[config.mk]
export PLATFORM = sky130hd
export DESIGN_NAME = exec_unit
export DESIGN_NICKNAME = d
export VERILOG_FILES = /design/src/verilog/host_pkg.sv /design/src/verilog/rv_isa_pkg.sv /design/src/verilog/exec_unit.sv
export SDC_FILE = /design/constraint.sdc
export NUM_CORES = 1
export LEC_CHECK = 0
export BUFFER_PORTS_ARGS = -buffer_cell sky130_fd_sc_hd__buf_2
export CORE_ASPECT_RATIO = 0.6
export CORE_UTILIZATION = 40
export DETAILED_ROUTE_END_ITERATION = 8
export MAX_ROUTING_LAYER = met4
export PLACE_DENSITY = 0.67
export SLEW_MARGIN = 20
export SYNTH_ARGS = -nofsm -noshare
export SYNTH_HDL_FRONTEND = slang
export SYNTH_SLANG_ARGS = --single-unit
[constraint.sdc]
create_clock -name vclk -period 7.1
set_input_delay 0.71 -clock vclk [all_inputs]
set_output_delay 0.71 -clock vclk [all_outputs]
set_load 0.02 [all_outputs]
[src/verilog/host_pkg.sv]
package host_pkg;

    typedef logic [11:0] apb_addr_t;
    typedef logic [31:0] apb_data_t;

    typedef struct packed {
        logic      psel;
        logic      penable;
        logic      pwrite;
        apb_addr_t paddr;
        apb_data_t pwdata;
    } apb_req_t;

    typedef struct packed {
        apb_data_t prdata;
        logic      pready;
        logic      pslverr;
    } apb_rsp_t;

    typedef enum logic [1:0] {
        ST_STOPPED = 2'd0,
        ST_RUNNING = 2'd1,
        ST_HALTED  = 2'd2
    } run_state_t;

    typedef enum logic [1:0] {
        C_NONE    = 2'd0,
        C_EBREAK  = 2'd1,
        C_ECALL   = 2'd2,
        C_ILLEGAL = 2'd3
    } halt_cause_t;

    // windows selected by paddr[11:10]
    localparam logic [1:0] WIN_IMEM = 2'd0;
    localparam logic [1:0] WIN_DMEM = 2'd1;
    localparam logic [1:0] WIN_CTRL = 2'd2;
    localparam logic [1:0] WIN_REGS = 2'd3;

    // control registers, paddr[4:2]
    localparam logic [2:0] REG_CTRL    = 3'd0;
    localparam logic [2:0] REG_STATUS  = 3'd1;
    localparam logic [2:0] REG_PC      = 3'd2;
    localparam logic [2:0] REG_RETIRED = 3'd3;

endpackage

[src/verilog/rv_isa_pkg.sv]
package rv_isa_pkg;

    typedef logic [31:0] xlen_t;
    typedef logic [31:0] inst_t;
    typedef logic [4:0]  reg_idx_t;

    // major opcodes of the supported subset
    localparam logic [6:0] OP_IMM    = 7'b0010011;
    localparam logic [6:0] OP_REG    = 7'b0110011;
    localparam logic [6:0] OP_LUI    = 7'b0110111;
    localparam logic [6:0] OP_AUIPC  = 7'b0010111;
    localparam logic [6:0] OP_STORE  = 7'b0100011;
    localparam logic [6:0] OP_SYSTEM = 7'b1110011;

    localparam logic [2:0] F3_ADD  = 3'b000; // addi, add, sub
    localparam logic [2:0] F3_SW   = 3'b010;
    localparam logic [2:0] F3_SLTU = 3'b011;
    localparam logic [2:0] F3_SR   = 3'b101; // only srai here
    localparam logic [2:0] F3_AND  = 3'b111;

    localparam logic [6:0] F7_BASE = 7'b0000000;
    localparam logic [6:0] F7_ALT  = 7'b0100000; // sub, srai

    // system instructions are matched on the whole word
    localparam inst_t INST_ECALL  = 32'h0000_0073;
    localparam inst_t INST_EBREAK = 32'h0010_0073;

    typedef enum logic [2:0] {
        ALU_ADD,
        ALU_SUB,
        ALU_SLTU,
        ALU_SRA,
        ALU_AND,
        ALU_PASS_B
    } alu_op_t;

    typedef enum logic [2:0] {
        K_I,
        K_U,
        K_R,
        K_S,
        K_SYS,
        K_ILLEGAL
    } inst_kind_t;

    typedef struct packed {
        reg_idx_t              rd;
        reg_idx_t              rs1;
        reg_idx_t              rs2;
        xlen_t                 imm;
        alu_op_t               alu_op;
        inst_kind_t            kind;
        logic                  use_pc;  // auipc
        logic                  zero_a;  // lui
        logic                  use_imm;
        logic                  reg_we;
        logic                  mem_we;
        logic                  halt;
        host_pkg::halt_cause_t cause;
    } decoded_t;

endpackage

[src/verilog/exec_unit.sv]
`timescale 1ns/10ps

module exec_unit
    import rv_isa_pkg::*;
(
    input  decoded_t dec,
    input  xlen_t    pc,
    input  xlen_t    rs1_data,
    input  xlen_t    rs2_data,
    output xlen_t    result,
    output xlen_t    next_pc,
    output xlen_t    st_addr,
    output xlen_t    st_data
);

    xlen_t op_a;
    xlen_t op_b;

    // operand a: zero for lui, pc for auipc
    always_comb begin
        if (dec.zero_a)
            op_a = '0;
        else if (dec.use_pc)
            op_a = pc;
        else
            op_a = rs1_data;
    end

    assign op_b = dec.use_imm ? dec.imm : rs2_data;

    always_comb begin
        case (dec.alu_op)
            ALU_ADD:    result = op_a + op_b;
            ALU_SUB:    result = op_a - op_b;
            ALU_SLTU:   result = {31'b0, (op_a < op_b)}; // unsigned compare
            ALU_SRA:    result = $signed(op_a) >>> dec.imm[4:0];
            ALU_AND:    result = op_a & op_b;
            ALU_PASS_B: result = op_b;
            default:    result = '0;
        endcase
    end

    // sw only, full word
    assign st_addr = rs1_data + dec.imm;
    assign st_data = rs2_data;

    assign next_pc = pc + 32'd4; // no branches in this subset

endmodule

## Word level (Yosys, flattened, before mapping)

Cells that the tools add are included.

- Logic and storage cells: 17
- Bits of input ports: 157
- Bits in registers: 0
- Output and inout port bits: 128

- Equality and inequality tests: 5
- Bitwise gates (word level): 1
- Reduce and logical (&&, ||, !) cells: 1
- Magnitude comparators: 1
- $add $sub $neg: 4
- Mux-type cells: 4
- Shift operators: 1

Operator list:

| operator | count |
|---|---|
| case mux 32 bit (6 select lines) | 1 |
| 2-to-1 mux 32 bit | 3 |
| adder 32 bit | 2 |
| adder 32 x 3 -> 32 bit (second input constant) | 1 |
| bitwise AND 32 bit | 1 |
| less-than comparator 32 bit | 1 |
| >>> shifter 32 x 5 -> 32 bit | 1 |
| subtractor 32 bit | 1 |
| == test 3 x 2 -> 1 bit (second input constant) | 2 |
| == test 3 bit (second input constant) | 2 |
| == test 3 x 1 -> 1 bit (second input constant) | 1 |
| zero test 3 bit | 1 |

## Logic depth before layout (Yosys ltp)

- Word-level depth: 4
- Gate-level depth with buffers: 18
- Mapped depth without buffers: 15

## Worst setup path before layout

OpenSTA, ideal clock, no wires.

- Path kind: input -> output
- Start: in dec[5] (netlist bit)
- End: out result[30]
- Data required time: 6390 ps
- Data arrival time: 4453 ps
- Cell stages on the path: 14
- Path slack: 1937 ps
- Path buffers: 4
- Cells stage by stage: clkbuf_1 -> clkbuf_1 -> buf_1 -> mux2_2 -> ha_1 -> buf_2 -> a221oi_2 -> or4b_4 -> a31oi_4 -> o22ai_2 -> o221ai_2 -> a21oi_1 -> or4_1 -> a21oi_1

- Word-level cells in the longest chain between the ends: 3
- Elaborated cells between the ends (all ways): 5
- Classes of those cells: add/sub (2); mux (2); bitwise (1)

RTL lines:

| what | line | source |
|---|---|---|
| start, declared | exec_unit.sv:6 | `input decoded_t dec,` |
| 2-to-1 mux 32 bit (*) | exec_unit.sv:29 | `assign op_b = dec.use_imm ? dec.imm : rs2_data;` |
| subtractor 32 bit (tied with other cells) | exec_unit.sv:34 | `ALU_SUB: result = op_a - op_b;` |
| case mux 32 bit (6 select lines) (*) | exec_unit.sv:32 | `case (dec.alu_op)` |
| end, declared | exec_unit.sv:10 | `output xlen_t result,` |

Every way passes the cells marked *; elsewhere a longest branch is shown, timed or not.

## Final worst setup path

- Start: in dec[7] (netlist bit)
- End: out result[31]

- Word-level cells in the longest chain between the ends: 4
- Elaborated cells between the ends (all ways): 7
- Classes of those cells: add/sub (2); shift (1); mux (3); bitwise (1)

RTL lines:

| what | line | source |
|---|---|---|
| 2-to-1 mux 32 bit (*) | exec_unit.sv:23 | `else if (dec.use_pc)` |
| 2-to-1 mux 32 bit (*) | exec_unit.sv:21 | `if (dec.zero_a)` |
| subtractor 32 bit (tied with other cells) | exec_unit.sv:34 |  |
| case mux 32 bit (6 select lines) (*) | exec_unit.sv:32 |  |

Marked as above.

==> key figures <==
Clock network
  • Post-CTS Setup Inserts: 0
  • Cts hold-fix bufs: 0
  • PostCTS Resize Cnt: 0

Floorplan
  • Width of the die: 192 um
  • Io pins: 285
  • Number of cell rows: 41
  • CORE AREA: 21,100 um^2
  • Initial Utilization: 0.410
  • Die height: 116 um
  • Die ar.: 22,300 um^2

Logic synthesis
  • Cells after Synth: 1,291
  • Yosys top cell area share: 0.139
  • Syn nets: 1,547
  • Post-synthesis cell area: 8660 um^2
  • Synth unique cells: 79
  • Sequential area share after synthesis: 0
  • Syn. warnings: 0
  • Mean Syn Cell Area: 6.71 um^2
  • Cell taking the most area after synthesis: ha_1
  • Area contributors post-synth: ha_1 14%, mux2i_1 10%, a21oi_1 8.0%

Power and ir drop
  • Leak: 4.66 nW
  • P per Cell Area: 106 nW/um^2
  • Max VDD drop: 0.0575 mV

Final layout
  • Final Util: 0.467
  • Nets: 1,714
  • Final design area excluding fillers: 9860 um^2
  • Number of clock buffers in the layout: 0
  • Share of cells above drive strength 1: 0.231
  • Register area: 0 um^2
  • ANT cells: 0
  • P&R area growth vs syn: 13.9%
  • Seq cells: 0

STA
  • Final Hold Viols: 0
  • Final Cycle Share: 0.822
  • Max Clock Freq: 0.171 GHz
  • Final setup fails: 0
  • Final Critical Period: 5.84 ns
  • Max_slew headroom: 0.436
  • Setup_tns: 0 ns
  • Fin. max-slew vios: 0
  • Measured slew at the worst slew-check pin: 0.846 ns
  • RSZ-0062 raised after global routing: false

Global route
  • Initial antenna violation count: 0
  • Total gr overflow: 0
  • All-Layer GR Usage: 0.335
  • Pin count of the biggest net entering global routing: 45
  • First-pass GRT wire length: 56.2 mm
  • Vias in the first global route: 9,569

Critical path
  • Crit path cell chain: buf_2 -> buf_4 -> buf_4 -> mux2i_1 -> nor2_1 -> ha_1 -> nor2_1 -> nand2_1 -> nor3_1 -> a211oi_1 -> a311oi_1 -> a21oi_1 -> o21a_1 -> mux2i_1 -> a21oi_1 -> nand3_2 -> buf_2
  • Req. time, crit path: 6.39 ns
  • Crit-path max FO: 13
  • CP max-delay cell: a311oi_1
  • Worst Path Arrival: 5.13 ns
  • Kind of critical path: in -> out
  • Critical path startpoint category: input port
  • Largest stage delay, worst path: 0.60 ns
  • Worst Setup End Kind: output pin

Drt
  • Routed wire length: 37.2 mm
  • First-pass detailed-route iteration total: 7
  • Vias: 10,700
  • DR DRC count: 0
  • Initial DRC count: 1,147
  • Final ANT Viol Nets: 0
  • Per-cell routed wire length: 21.5 um
  • Via density: 6.16

Place
  • Dpl hpwl: 31.1 mm
  • Gpl congestion: 0.994
  • DP Area: 9860 um^2
  • I/O Buffers: 262

Min path
  • Hold Path Class: in -> out

Run
  • Max-cap violation count: 0

Status
  • Status: finished clean
==> where the power goes <==
| group | internal (mW) | total (mW) | switching, mW |
|---|---|---|---|
| Combinational | 0.374 | 1.05 | 0.676 |
| Sequential | 0 | 0 | 0 |
| Clock | 0 | 0 | 0 |
| Total | 0.374 | 1.05 | 0.676 |
==> kinds of logic after synthesis <==
kind of cell | after synthesis | synth area share
compound gates | 415 | 0.315
xor+xnor | 84 | 0.0850
fa+ha+maj | 99 | 0.146
buf+inv | 186 | 0.0977
mux | 121 | 0.149
simple gates | 386 | 0.208
==> synthesized netlist by cell type, types with 8 or more instances <==
| cell | instances |
|---|---|
| a21oi_1 | 139 |
| nor2_1 | 138 |
| ha_1 | 96 |
| mux2i_1 | 88 |
| nand2_1 | 83 |
| inv_1 | 72 |
| o21ai_0 | 67 |
| xnor2_1 | 66 |
| clkbuf_1 | 53 |
| nor3_1 | 52 |
| buf_4 | 36 |
| mux2_2 | 30 |
| nand3_1 | 25 |
| a21o_1 | 22 |
| o211ai_1 | 20 |
| a211oi_1 | 19 |
| nand2b_1 | 19 |
| a22oi_1 | 18 |
| o21ai_1 | 18 |
| xor2_1 | 18 |
| o21bai_1 | 13 |
| and3_1 | 12 |
| nand4_1 | 12 |
| nor2b_1 | 12 |
| buf_1 | 11 |
| buf_2 | 10 |
| o31ai_1 | 10 |
| a222oi_1 | 9 |
| nor4_1 | 8 |
| o311ai_1 | 8 |
==> layer usage <==
layer  GRT usage  part of all wire
met2       0.503              0.41
met4      0.0545             0.019
met1       0.488              0.47
met3      0.0303             0.096
met5           -                 0
==> path summary, 6_finish.rpt <==
| kind | from | end | slack (ns) | cells past startpoint |
|---|---|---|---|---|
| worst min-delay path | rs2_data[18] | st_data[18] | 1.65 | 2 |
| worst max-delay path | dec[7] | result[31] | 1.26 | 17 |
==> final cells by class <==
type               instances  area [um^2]
multi-input cells       1105         7820
repair buffers           275         1410
inverters                 76          285
fillers                 2266        11300
well taps                279          349
==> cell usage in the layout (no fill, tap or decap), types with 4 or more instances in the layout <==
cell type	netlist	layout
nor4_1	8	8
o21ai_0	67	67
nand2_1	83	83
inv_1	72	72
a21boi_0	4	4
nor2b_1	12	12
buf_2	10	262
mux2_2	30	30
a211oi_1	19	19
a22oi_1	18	18
buf_4	36	13
o2111ai_1	5	5
nand2b_1	19	19
xnor2_1	66	66
o211ai_1	20	20
o21ai_1	18	18
nor2_1	138	138
a211o_1	4	4
mux2i_1	88	88
o31ai_1	10	10
a311oi_1	5	5
or3_1	5	5
o21bai_1	13	13
nor3_1	52	52
a21oi_1	139	138
ha_1	96	96
xor2_1	18	18
or2_2	5	5
nand4_1	12	12
a222oi_1	9	9
o31a_1	5	5
o221ai_1	6	6
nand3_1	25	25
o311ai_1	8	8
o21a_1	6	6
a31oi_1	5	5
and3_1	12	12
a21o_1	22	22
==> stage by stage <==
step           hold WS (ns)  setup slack (ns)  total power, mW  std cells
2_1_floorplan          1.50              1.94            0.717       1291
3_5_place_dp           1.65              1.39             1.03       1735
3_3_place_gp           1.65              1.33             1.02       1735
6_report               1.65              1.26             1.05       1735
4_1_cts                1.65              1.36             1.03       1735
5_1_grt                1.66              1.02             1.13       1735
==> worst max-delay path, delay by kind of cell <==
kind | cells | cell delay, ns
buffers and inverters | 4 | 1.14
adders and majority gates | 1 | 0.37
and+or+nand+nor | 5 | 0.94
muxes | 2 | 0.48
AOI/OAI and AO/OA | 5 | 1.48
(Power assumes the default switching activity.)
