===== config.mk =====
export PLATFORM = sky130hd
export DESIGN_NAME = inst_decode
export DESIGN_NICKNAME = d
export VERILOG_FILES = /design/src/verilog/host_pkg.sv /design/src/verilog/rv_isa_pkg.sv /design/src/verilog/inst_decode.sv
export SDC_FILE = /design/constraint.sdc
export NUM_CORES = 1
export LEC_CHECK = 0
export BUFFER_PORTS_ARGS = -buffer_cell sky130_fd_sc_hd__buf_4
export CORE_MARGIN = 3
export CORE_UTILIZATION = 36
export DETAILED_ROUTE_END_ITERATION = 10
export MAX_ROUTING_LAYER = met4
export PLACE_DENSITY = 0.87
export SYNTH_ARGS = -nofsm -noshare
export SYNTH_HDL_FRONTEND = slang
export SYNTH_SLANG_ARGS = --single-unit

===== constraint.sdc =====
create_clock -name vclk -period 1.5
set_clock_uncertainty 0.15 [all_clocks]
set_input_delay 0 -clock vclk [all_inputs]
set_output_delay 0 -clock vclk [all_outputs]
set_load 0.01 [all_outputs]

===== src/verilog/host_pkg.sv =====
package host_pkg;

    typedef logic [11:0] apb_addr_t;
    typedef logic [31:0] apb_data_t;

    typedef struct packed {
        logic      psel;
        logic      penable;
        logic      pwrite;
        apb_addr_t paddr;
        apb_data_t pwdata;
    } apb_req_t;

    typedef struct packed {
        apb_data_t prdata;
        logic      pready;
        logic      pslverr;
    } apb_rsp_t;

    typedef enum logic [1:0] {
        ST_STOPPED = 2'd0,
        ST_RUNNING = 2'd1,
        ST_HALTED  = 2'd2
    } run_state_t;

    typedef enum logic [1:0] {
        C_NONE    = 2'd0,
        C_EBREAK  = 2'd1,
        C_ECALL   = 2'd2,
        C_ILLEGAL = 2'd3
    } halt_cause_t;

    // windows selected by paddr[11:10]
    localparam logic [1:0] WIN_IMEM = 2'd0;
    localparam logic [1:0] WIN_DMEM = 2'd1;
    localparam logic [1:0] WIN_CTRL = 2'd2;
    localparam logic [1:0] WIN_REGS = 2'd3;

    // control registers, paddr[4:2]
    localparam logic [2:0] REG_CTRL    = 3'd0;
    localparam logic [2:0] REG_STATUS  = 3'd1;
    localparam logic [2:0] REG_PC      = 3'd2;
    localparam logic [2:0] REG_RETIRED = 3'd3;

endpackage


===== src/verilog/rv_isa_pkg.sv =====
package rv_isa_pkg;

    typedef logic [31:0] xlen_t;
    typedef logic [31:0] inst_t;
    typedef logic [4:0]  reg_idx_t;

    // major opcodes of the supported subset
    localparam logic [6:0] OP_IMM    = 7'b0010011;
    localparam logic [6:0] OP_REG    = 7'b0110011;
    localparam logic [6:0] OP_LUI    = 7'b0110111;
    localparam logic [6:0] OP_AUIPC  = 7'b0010111;
    localparam logic [6:0] OP_STORE  = 7'b0100011;
    localparam logic [6:0] OP_SYSTEM = 7'b1110011;

    localparam logic [2:0] F3_ADD  = 3'b000; // addi, add, sub
    localparam logic [2:0] F3_SW   = 3'b010;
    localparam logic [2:0] F3_SLTU = 3'b011;
    localparam logic [2:0] F3_SR   = 3'b101; // only srai here
    localparam logic [2:0] F3_AND  = 3'b111;

    localparam logic [6:0] F7_BASE = 7'b0000000;
    localparam logic [6:0] F7_ALT  = 7'b0100000; // sub, srai

    // system instructions are matched on the whole word
    localparam inst_t INST_ECALL  = 32'h0000_0073;
    localparam inst_t INST_EBREAK = 32'h0010_0073;

    typedef enum logic [2:0] {
        ALU_ADD,
        ALU_SUB,
        ALU_SLTU,
        ALU_SRA,
        ALU_AND,
        ALU_PASS_B
    } alu_op_t;

    typedef enum logic [2:0] {
        K_I,
        K_U,
        K_R,
        K_S,
        K_SYS,
        K_ILLEGAL
    } inst_kind_t;

    typedef struct packed {
        reg_idx_t              rd;
        reg_idx_t              rs1;
        reg_idx_t              rs2;
        xlen_t                 imm;
        alu_op_t               alu_op;
        inst_kind_t            kind;
        logic                  use_pc;  // auipc
        logic                  zero_a;  // lui
        logic                  use_imm;
        logic                  reg_we;
        logic                  mem_we;
        logic                  halt;
        host_pkg::halt_cause_t cause;
    } decoded_t;

endpackage


===== src/verilog/inst_decode.sv =====
`timescale 1ns/10ps

module inst_decode
    import rv_isa_pkg::*;
    import host_pkg::*;
(
    input  inst_t    inst,
    output decoded_t dec
);

    logic [6:0] opcode;
    logic [2:0] funct3;
    logic [6:0] funct7;
    xlen_t      imm_i;
    xlen_t      imm_s;
    xlen_t      imm_u;

    assign opcode = inst[6:0];
    assign funct3 = inst[14:12];
    assign funct7 = inst[31:25];

    assign imm_i = {{20{inst[31]}}, inst[31:20]};
    assign imm_s = {{20{inst[31]}}, inst[31:25], inst[11:7]};
    assign imm_u = {inst[31:12], 12'b0};

    always_comb begin
        dec        = '0;
        dec.rd     = inst[11:7];
        dec.rs1    = inst[19:15];
        dec.rs2    = inst[24:20];
        dec.alu_op = ALU_ADD;
        dec.kind   = K_ILLEGAL;
        dec.cause  = C_NONE;

        case (opcode)
            OP_IMM: begin
                dec.kind    = K_I;
                dec.imm     = imm_i;
                dec.use_imm = 1'b1;
                dec.reg_we  = 1'b1;
                case (funct3)
                    F3_ADD:  dec.alu_op = ALU_ADD;
                    F3_SLTU: dec.alu_op = ALU_SLTU;
                    F3_AND:  dec.alu_op = ALU_AND;
                    F3_SR: begin
                        dec.alu_op = ALU_SRA;
                        if (funct7 != F7_ALT)
                            dec.kind = K_ILLEGAL; // srli or bad shamt bits
                    end
                    default: dec.kind = K_ILLEGAL;
                endcase
            end
            OP_LUI: begin
                dec.kind    = K_U;
                dec.rs1     = '0;
                dec.imm     = imm_u;
                dec.zero_a  = 1'b1;
                dec.use_imm = 1'b1;
                dec.alu_op  = ALU_PASS_B;
                dec.reg_we  = 1'b1;
            end
            OP_AUIPC: begin
                dec.kind    = K_U;
                dec.imm     = imm_u;
                dec.use_pc  = 1'b1;
                dec.use_imm = 1'b1;
                dec.reg_we  = 1'b1;
            end
            OP_REG: begin
                dec.kind   = K_R;
                dec.reg_we = 1'b1;
                if (funct3 == F3_ADD && funct7 == F7_BASE)
                    dec.alu_op = ALU_ADD;
                else if (funct3 == F3_ADD && funct7 == F7_ALT)
                    dec.alu_op = ALU_SUB;
                else
                    dec.kind = K_ILLEGAL;
            end
            OP_STORE: begin
                if (funct3 == F3_SW) begin // sb and sh fall through as illegal
                    dec.kind    = K_S;
                    dec.imm     = imm_s;
                    dec.use_imm = 1'b1;
                    dec.mem_we  = 1'b1;
                end
            end
            OP_SYSTEM: begin
                dec.rs1 = '0;
                if (inst == INST_ECALL) begin
                    dec.kind  = K_SYS;
                    dec.halt  = 1'b1;
                    dec.cause = C_ECALL;
                end else if (inst == INST_EBREAK) begin
                    dec.kind  = K_SYS;
                    dec.halt  = 1'b1;
                    dec.cause = C_EBREAK;
                end
            end
            default: dec.kind = K_ILLEGAL;
        endcase

        // anything unrecognised stops the core without side effects
        if (dec.kind == K_ILLEGAL) begin
            dec.halt   = 1'b1;
            dec.cause  = C_ILLEGAL;
            dec.reg_we = 1'b0;
            dec.mem_we = 1'b0;
        end
        if (dec.rd == '0)
            dec.reg_we = 1'b0;
    end

endmodule


== Word level (Yosys, flattened, before mapping) ==
Cells that the tools add are included.
W data, S select, Z words.
Storage, ports and cells
  memories: 0
  output and inout port bits: 61
  register bits after elaboration: 0
  bits of input ports: 32
  latch bits: 0
  bits in read-only memories: 0
  RAM bits: 0
  logic and storage cells: 51
Cells by class
  equal/unequal tests: 15
  bitwise gates (word level): 0
  shift-type cells: 0
  multipliers: 0
  $add $sub $neg: 0
  muxes and demuxes: 26
  div/mod/pow operators: 0
  reduce and logical (&&, ||, !) cells: 10
  magnitude comparators: 0
Operators with widths (count)
  $pmux W32 S3: 1
  $eq A32 B21 Y1 const B: 1
  $eq A32 B7 Y1 const B: 1
  $mux W32: 1
  $eq A7 B6 Y1 const B: 4
  $mux W3: 7
  $pmux W3 S3: 2
  $pmux W3 S5: 1
  $eq A7 B5 Y1 const B: 2
  $mux W1: 10
  $mux W5: 2
  $eq A3 B3 Y1 const B: 3
  $eq A7 B7 Y1 const B: 1
  $logic_not A7 Y1: 1
  $ne A7 B6 Y1 const B: 1
  $eq A3 B2 Y1 const B: 2
  $pmux W3 S2: 1
  $reduce_or A3 Y1: 2
  $logic_not A5 Y1: 1
  $reduce_or A2 Y1: 2
  $reduce_or A4 Y1: 1
  $logic_not A3 Y1: 1
  $logic_and A1 B1 Y1: 2
  $pmux W1 S2: 1

== Logic depth before layout (Yosys ltp) ==
Gate-level depths: netlist of the first run.
  depth after elaboration: 8
  depth in mapped cells: 7
  depth with buffers taken out: 4

== Worst setup path after synthesis of the first run ==
No wires, ideal clock.
  path type: input port to output port
  start: input port inst[13]
  end: output port dec[45] (netlist name)
  buffers on the path: 2
  slack: 0.229 ns
  arrival time: 1.121 ns
  data required time: 1.350 ns
  stages: 6
  path through: buf_6 nor3b_1 and4b_1 buf_6 or3_4 and2_1
RTL lines
  start: declaration: RTL line inst_decode.sv:7  | input inst_t inst,
  end: declaration: RTL line inst_decode.sv:8  | output decoded_t dec

==> impl_metrics.env, run 1 <==
export IMPL_status="finished with violations"
export IMPL_violations_in_the_final_reports="setup timing"
export IMPL_routability_congestion_estimate=0.8678
export IMPL_route_detailed_wl_per_inst_um=15.06
export IMPL_cts_hold_repair_buffers=0
export IMPL_area_growth_syn_to_layout_pct=85.71
export IMPL_remaining_drc_errors=0
export IMPL_dieArea_um2=2897
export IMPL_vias_per_cell=5.286
export IMPL_worst_hold_stages=2
export IMPL_dp_hpwl_um=2759
export IMPL_post_route_worst_setup_slack_ps=-2.048
export IMPL_share_clk_of_total_power_pct=0
export IMPL_rsz0062_at_grt="true"
export IMPL_worst_ir_drop_vdd_mv=0.1187
export IMPL_layout_clock_buffers=0
export IMPL_synth_yosys_warnings=0
export IMPL_die_h_um=53.82
export IMPL_critical_path_class="in2out"
export IMPL_die_width_um=53.82
export IMPL_syn_avg_cell_area_um2=7.484
export IMPL_timing_critical_path_arrival_ps=1350
export IMPL_finalWirelength_um=3373
export IMPL_synth_common_cells="19 x sky130_fd_sc_hd__a21o_1, 10 x sky130_fd_sc_hd__buf_4, 8 x sky130_fd_sc_hd__nor2b_1, 7 x sky130_fd_sc_hd__and2_1, 6 x sky130_fd_sc_hd__nor2_1"
export IMPL_grt_ovfl_total=0
export IMPL_finalCoreUtilization_pct=74.15
export IMPL_tightest_slew_margin_relative_to_the_limit_pct=76.67
export IMPL_initial_utilization_pct=39.93
export IMPL_drv_max_cap_violation_count=0
export IMPL_multi_input_area_um2=699.4
export IMPL_setup_viol=1
export IMPL_powerDensity_nw_per_um2=162.1
export IMPL_layout_area_seq_um2=0
export IMPL_synth_seq_area_share_pct=0
export IMPL_layout_min_cycle_time_ps=1502
export IMPL_final_max_slew_violation_count=0
export IMPL_net_sw_power_uw=114.8
export IMPL_synth_fp_nets=142
export IMPL_setup_total_negative_slack_ps=-2.048
export IMPL_synth_top_cells_by_area="sky130_fd_sc_hd__a21o_1 17%, sky130_fd_sc_hd__buf_4 9.1%, sky130_fd_sc_hd__buf_6 6.8%"
export IMPL_placeableCoreArea_um2=2062
export IMPL_placedCellCount=223
export IMPL_route_vias_total=1184
export IMPL_power_share_switching_pct=46.33
export IMPL_synth_largest_area_cell="sky130_fd_sc_hd__a21o_1"
export IMPL_sequentialPowerShare_pct=0
export IMPL_int_pwr_uw=133.0
export IMPL_crit_path_end_kind="output port"
export IMPL_required_ps=1350
export IMPL_number_of_global_route_vias_before_repair=1025
export IMPL_floorplan_io_pins=93
export IMPL_synthesis_instances=110
export IMPL_synth_distinct_cells=34
export IMPL_synth_top_area_share_pct=17.33
export IMPL_insertedDiodeCount=0
export IMPL_post_route_period_util_pct=100.1
export IMPL_placement_io_buffers=93
export IMPL_startpoint_type="input pin"
export IMPL_grt_antenna_before_repair=0
export IMPL_grt_util_all_layers_pct=21.77
export IMPL_row_count=16
export IMPL_post_synth_instance_area_um2=823.3
export IMPL_static_leakage_power_nw=0.9504
export IMPL_worstPathMaxFanout=3
export IMPL_fraction_of_final_layout_cells_sized_beyond_drive_strength_1_pct=57.87
export IMPL_min_delay_path_class="in2out"
export IMPL_power_combinational_fraction_pct=100.0
export IMPL_drt_first_pass_iters=4
export IMPL_fmax_mhz=665.8
export IMPL_timing_hold_violations_final=0
export IMPL_worst_pin_slew_ps=347.3
export IMPL_fillers=169
export IMPL_nets=231
export IMPL_final_cell_count_no_fill=224
export IMPL_postRouteAntennaNets=0
export IMPL_synth_most_common_cell="sky130_fd_sc_hd__a21o_1"
export IMPL_grt_first_pass_wirelength_um=4754
export IMPL_grt_start_max_net_pins=21
export IMPL_drt_initial_drc_count=24
export IMPL_seq_cells=0
-- per-layer routing --
layer	GRT usage [%]	routed length (µm)
met1	26.14	1307
met2	40.52	1699
met3	1.385	330
met4	2.128	36
met5	-	0
-- layout by cell type (no fill, tap or decap), drive strengths merged --
master,Yosys,layout
nand3b,2,2
a21oi,2,2
nor4,6,6
nand4b,2,2
a21o,19,19
o21a,1,2
or4,1,1
nand3,3,3
nor3b,2,2
nor2b,8,8
mux2i,1,1
nor2,6,6
o21ai,3,3
inv,2,2
and2,7,7
nand4,1,1
a22o,5,5
a41oi,1,1
xor2,2,2
and3,2,2
o221ai,1,1
buf,16,104
a41o,2,2
nor3,4,4
nand2,3,3
nand2b,1,1
or3,1,1
and4b,3,3
and3b,1,1
-- what timing repair did --
action	4_1_cts	5_1_grt
endpoints found under the setup margin	23	24
gates cloned	0	1
gates resized for setup	4	4
setup buffers	0	0
-- path summary, 6_finish.rpt --
check,slack [ps],to,startpoint
max,-2,dec[1],inst[25]
min,50,dec[57],inst[8]
-- critical path, cell delays in order --
cell                       delay (ps)
sky130_fd_sc_hd__buf_6             90
sky130_fd_sc_hd__or4_4            550
sky130_fd_sc_hd__nand4b_1         250
sky130_fd_sc_hd__nor4_1           220
sky130_fd_sc_hd__o21ai_1           90
sky130_fd_sc_hd__buf_4            150
-- logic make-up after synthesis --
kind of cell | count (synthesis) | synth area share [%]
AND/OR/NAND/NOR | 53 | 46.20
AO/OA/AOI/OAI | 34 | 32.07
buffers and inverters | 20 | 18.39
XOR/XNOR | 2 | 2.128
multiplexers | 1 | 1.216
-- stage by stage --
| step | setup WS (ps) | area [µm²] | hold slack (ps) | power, mW |
|---|---|---|---|---|
| after floorplan | 229.3 | 823.3 | -58.23 | 0.1009 |
| final | -2.048 | 1529 | 49.25 | 0.2478 |
| after global routing | -59.22 | 1529 | 54.49 | 0.2663 |
| after CTS | 3.367 | 1515 | 49.27 | 0.2456 |
| after global placement | -16.45 | 1494 | 48.01 | 0.2361 |
| after detailed placement | -57.21 | 1494 | 49.27 | 0.2413 |
-- power groups by stage --
| stage | logic (mW) | clock network (mW) | registers (mW) |
|---|---|---|---|
| after floorplan | 0.101 | 0 | 0 |
| final | 0.248 | 0 | 0 |
| after global routing | 0.266 | 0 | 0 |
| after global placement | 0.236 | 0 | 0 |
| after CTS | 0.246 | 0 | 0 |
| after detailed placement | 0.241 | 0 | 0 |
-- cell type report --
cell class / count / share of cell area, %
repair buffers: 104 / 51.55
inverters: 2 / 0.4910
multi-input cells: 91 / 45.74
well taps: 27 / 2.209
Power figures use the tool's default switching activity.
==> run 2: changes to the inputs <==
--- a/config.mk
+++ b/config.mk
@@ -10,7 +10,7 @@
 export CORE_UTILIZATION = 36
 export DETAILED_ROUTE_END_ITERATION = 10
 export MAX_ROUTING_LAYER = met4
-export PLACE_DENSITY = 0.87
+export PLACE_DENSITY = 0.85
 export SYNTH_ARGS = -nofsm -noshare
 export SYNTH_HDL_FRONTEND = slang
 export SYNTH_SLANG_ARGS = --single-unit
==> impl_metrics.env, run 2 (same netlist as run 1, synthesis figures left out) <==
export IMPL_finalCoreUtilization_pct=74.39
export IMPL_timing_hold_violations_final=0
export IMPL_crit_path_end_kind="output port"
export IMPL_die_h_um=53.82
export IMPL_fillers=144
export IMPL_worst_pin_slew_ps=348.9
export IMPL_required_ps=1350
export IMPL_layout_min_cycle_time_ps=1518
export IMPL_powerDensity_nw_per_um2=161.4
export IMPL_cts_hold_repair_buffers=0
export IMPL_grt_ovfl_total=0
export IMPL_placement_io_buffers=93
export IMPL_drt_first_pass_iters=4
export IMPL_row_count=16
export IMPL_min_delay_path_class="in2out"
export IMPL_timing_critical_path_arrival_ps=1370
export IMPL_critical_path_source="inst[25]"
export IMPL_nets=231
export IMPL_layout_clock_buffers=0
export IMPL_whs_endpoint="dec[58]"
export IMPL_insertedDiodeCount=0
export IMPL_grt_first_pass_wirelength_um=4761
export IMPL_worst_hold_stages=2
export IMPL_status="finished with violations"
export IMPL_max_stage_delay_ps=550
export IMPL_postRouteAntennaNets=0
export IMPL_place_area_um2=1486
export IMPL_worstPathMaxFanout=3
export IMPL_vias_per_cell=5.357
export IMPL_design_power_total_uw=247.6
export IMPL_route_detailed_wl_per_inst_um=15.11
export IMPL_grt_util_all_layers_pct=21.77
export IMPL_violations_in_the_final_reports="setup timing"
export IMPL_rsz0062_at_grt="true"
export IMPL_dieArea_um2=2897
export IMPL_placeableCoreArea_um2=2062
export IMPL_routability_congestion_estimate=0.9536
export IMPL_die_width_um=53.82
export IMPL_fmax_mhz=658.7
export IMPL_path_cells="buf_6, or4_4, nand4b_1, nor4_1, o21ai_1, buf_4"
export IMPL_grt_antenna_before_repair=0
export IMPL_critical_path_class="in2out"
export IMPL_setup_viol=2
export IMPL_finalWirelength_um=3384
export IMPL_critPathSlowestCell="sky130_fd_sc_hd__or4_4"
export IMPL_highest_count_cells_in_the_layout_ignoring_fill_and_taps="102 x sky130_fd_sc_hd__buf_4, 19 x sky130_fd_sc_hd__a21o_1, 8 x sky130_fd_sc_hd__nor2b_1"
export IMPL_fraction_of_final_layout_cells_sized_beyond_drive_strength_1_pct=57.87
export IMPL_remaining_drc_errors=0
export IMPL_drv_max_cap_violation_count=0
export IMPL_layout_area_seq_um2=0
export IMPL_worst_ir_drop_vdd_mv=0.1210
export IMPL_multi_input_area_um2=704.4
export IMPL_floorplan_io_pins=93
export IMPL_post_route_worst_setup_slack_ps=-18.22
export IMPL_post_route_period_util_pct=101.2
export IMPL_static_leakage_power_nw=0.9512
export IMPL_grt_start_max_net_pins=21
export IMPL_route_vias_total=1200
export IMPL_final_max_slew_violation_count=0
export IMPL_area_growth_syn_to_layout_pct=86.32
export IMPL_post_route_cell_area_um2=1534
export IMPL_number_of_global_route_vias_before_repair=1053
export IMPL_layout_commonest_cell="sky130_fd_sc_hd__buf_4"
export IMPL_drt_initial_drc_count=22
export IMPL_seq_cells=0
export IMPL_initial_utilization_pct=39.93
export IMPL_hold_path_startpoint="inst[9]"
export IMPL_dp_hpwl_um=2719
export IMPL_startpoint_type="input pin"
export IMPL_tightest_slew_margin_relative_to_the_limit_pct=76.57
==> run 2: cell types whose count changed in the layout (fill, tap and decap cells not counted) <==
cell,change
sky130_fd_sc_hd__nor4_1,-1
sky130_fd_sc_hd__and4b_2,-1
sky130_fd_sc_hd__nor4_2,+1
sky130_fd_sc_hd__o21ai_0,+1
sky130_fd_sc_hd__and4b_1,+1
sky130_fd_sc_hd__o21ai_1,-1
==> run 2: repair_timing <==
item                       in CTS  in global routing
buffers inserted                0                  1
cloned                          0                  1
resized for setup               7                  0
pin swaps                       0                  0
setup endpoints to repair       7                  8
==> run 2: per-stage QoR <==
| stage | setup slack (ps) | hold WS [ps] | setup TNS [ps] | instances |
|---|---|---|---|---|
| final | -18.22 | 49.74 | -34.29 | 224 |
| after global routing | -89.88 | 56.47 | -338.6 | 224 |
| after CTS | -6.614 | 50.54 | -6.614 | 222 |
| after detailed placement | -50.90 | 50.34 | -162.1 | 222 |
| after global placement | -9.315 | 48.93 | -15.07 | 222 |
| after floorplan | 229.3 | -58.23 | 0 | 110 |
==> run 2: layer usage <==
metal  wire length, µm  track usage (%)  vias up
li1                  -                -      583
met1              1250            25.98      544
met2              1743            41.33       73
met3               390            1.108        0
met4                 0            1.277        0
met5                 0                -        -
==> run 2: worst max-delay path by stage <==
stage,depth (start not counted),end,slack [ps]
after global placement,6,dec[4],-9
after global routing,6,dec[0],-90
after floorplan,6,dec[45],230
after detailed placement,6,dec[1],-50
after CTS,6,dec[0],-7
final,6,dec[0],-20
==> run 2: final cells by class <==
cell class,instances,area share [%]
Inverter,2,0.4894
Timing Repair Buffer,104,51.39
Multi-Input combinational cell,91,45.92
Tap cell,27,2.202
==> run 2: report_power, final <==
| part | switching, mW | leakage, nW | total, mW | internal, mW |
|---|---|---|---|---|
| Combinational | 0.115 | 0.951 | 0.248 | 0.133 |
| Clock | 0 | 0 | 0 | 0 |
| Sequential | 0 | 0 | 0 | 0 |
==> run 2: critical path: cells and delay by family <==
| kind | cells | cell delay [ps] |
|---|---|---|
| compound gates | 1 | 90 |
| buf+inv | 2 | 240 |
| simple gates | 3 | 1020 |
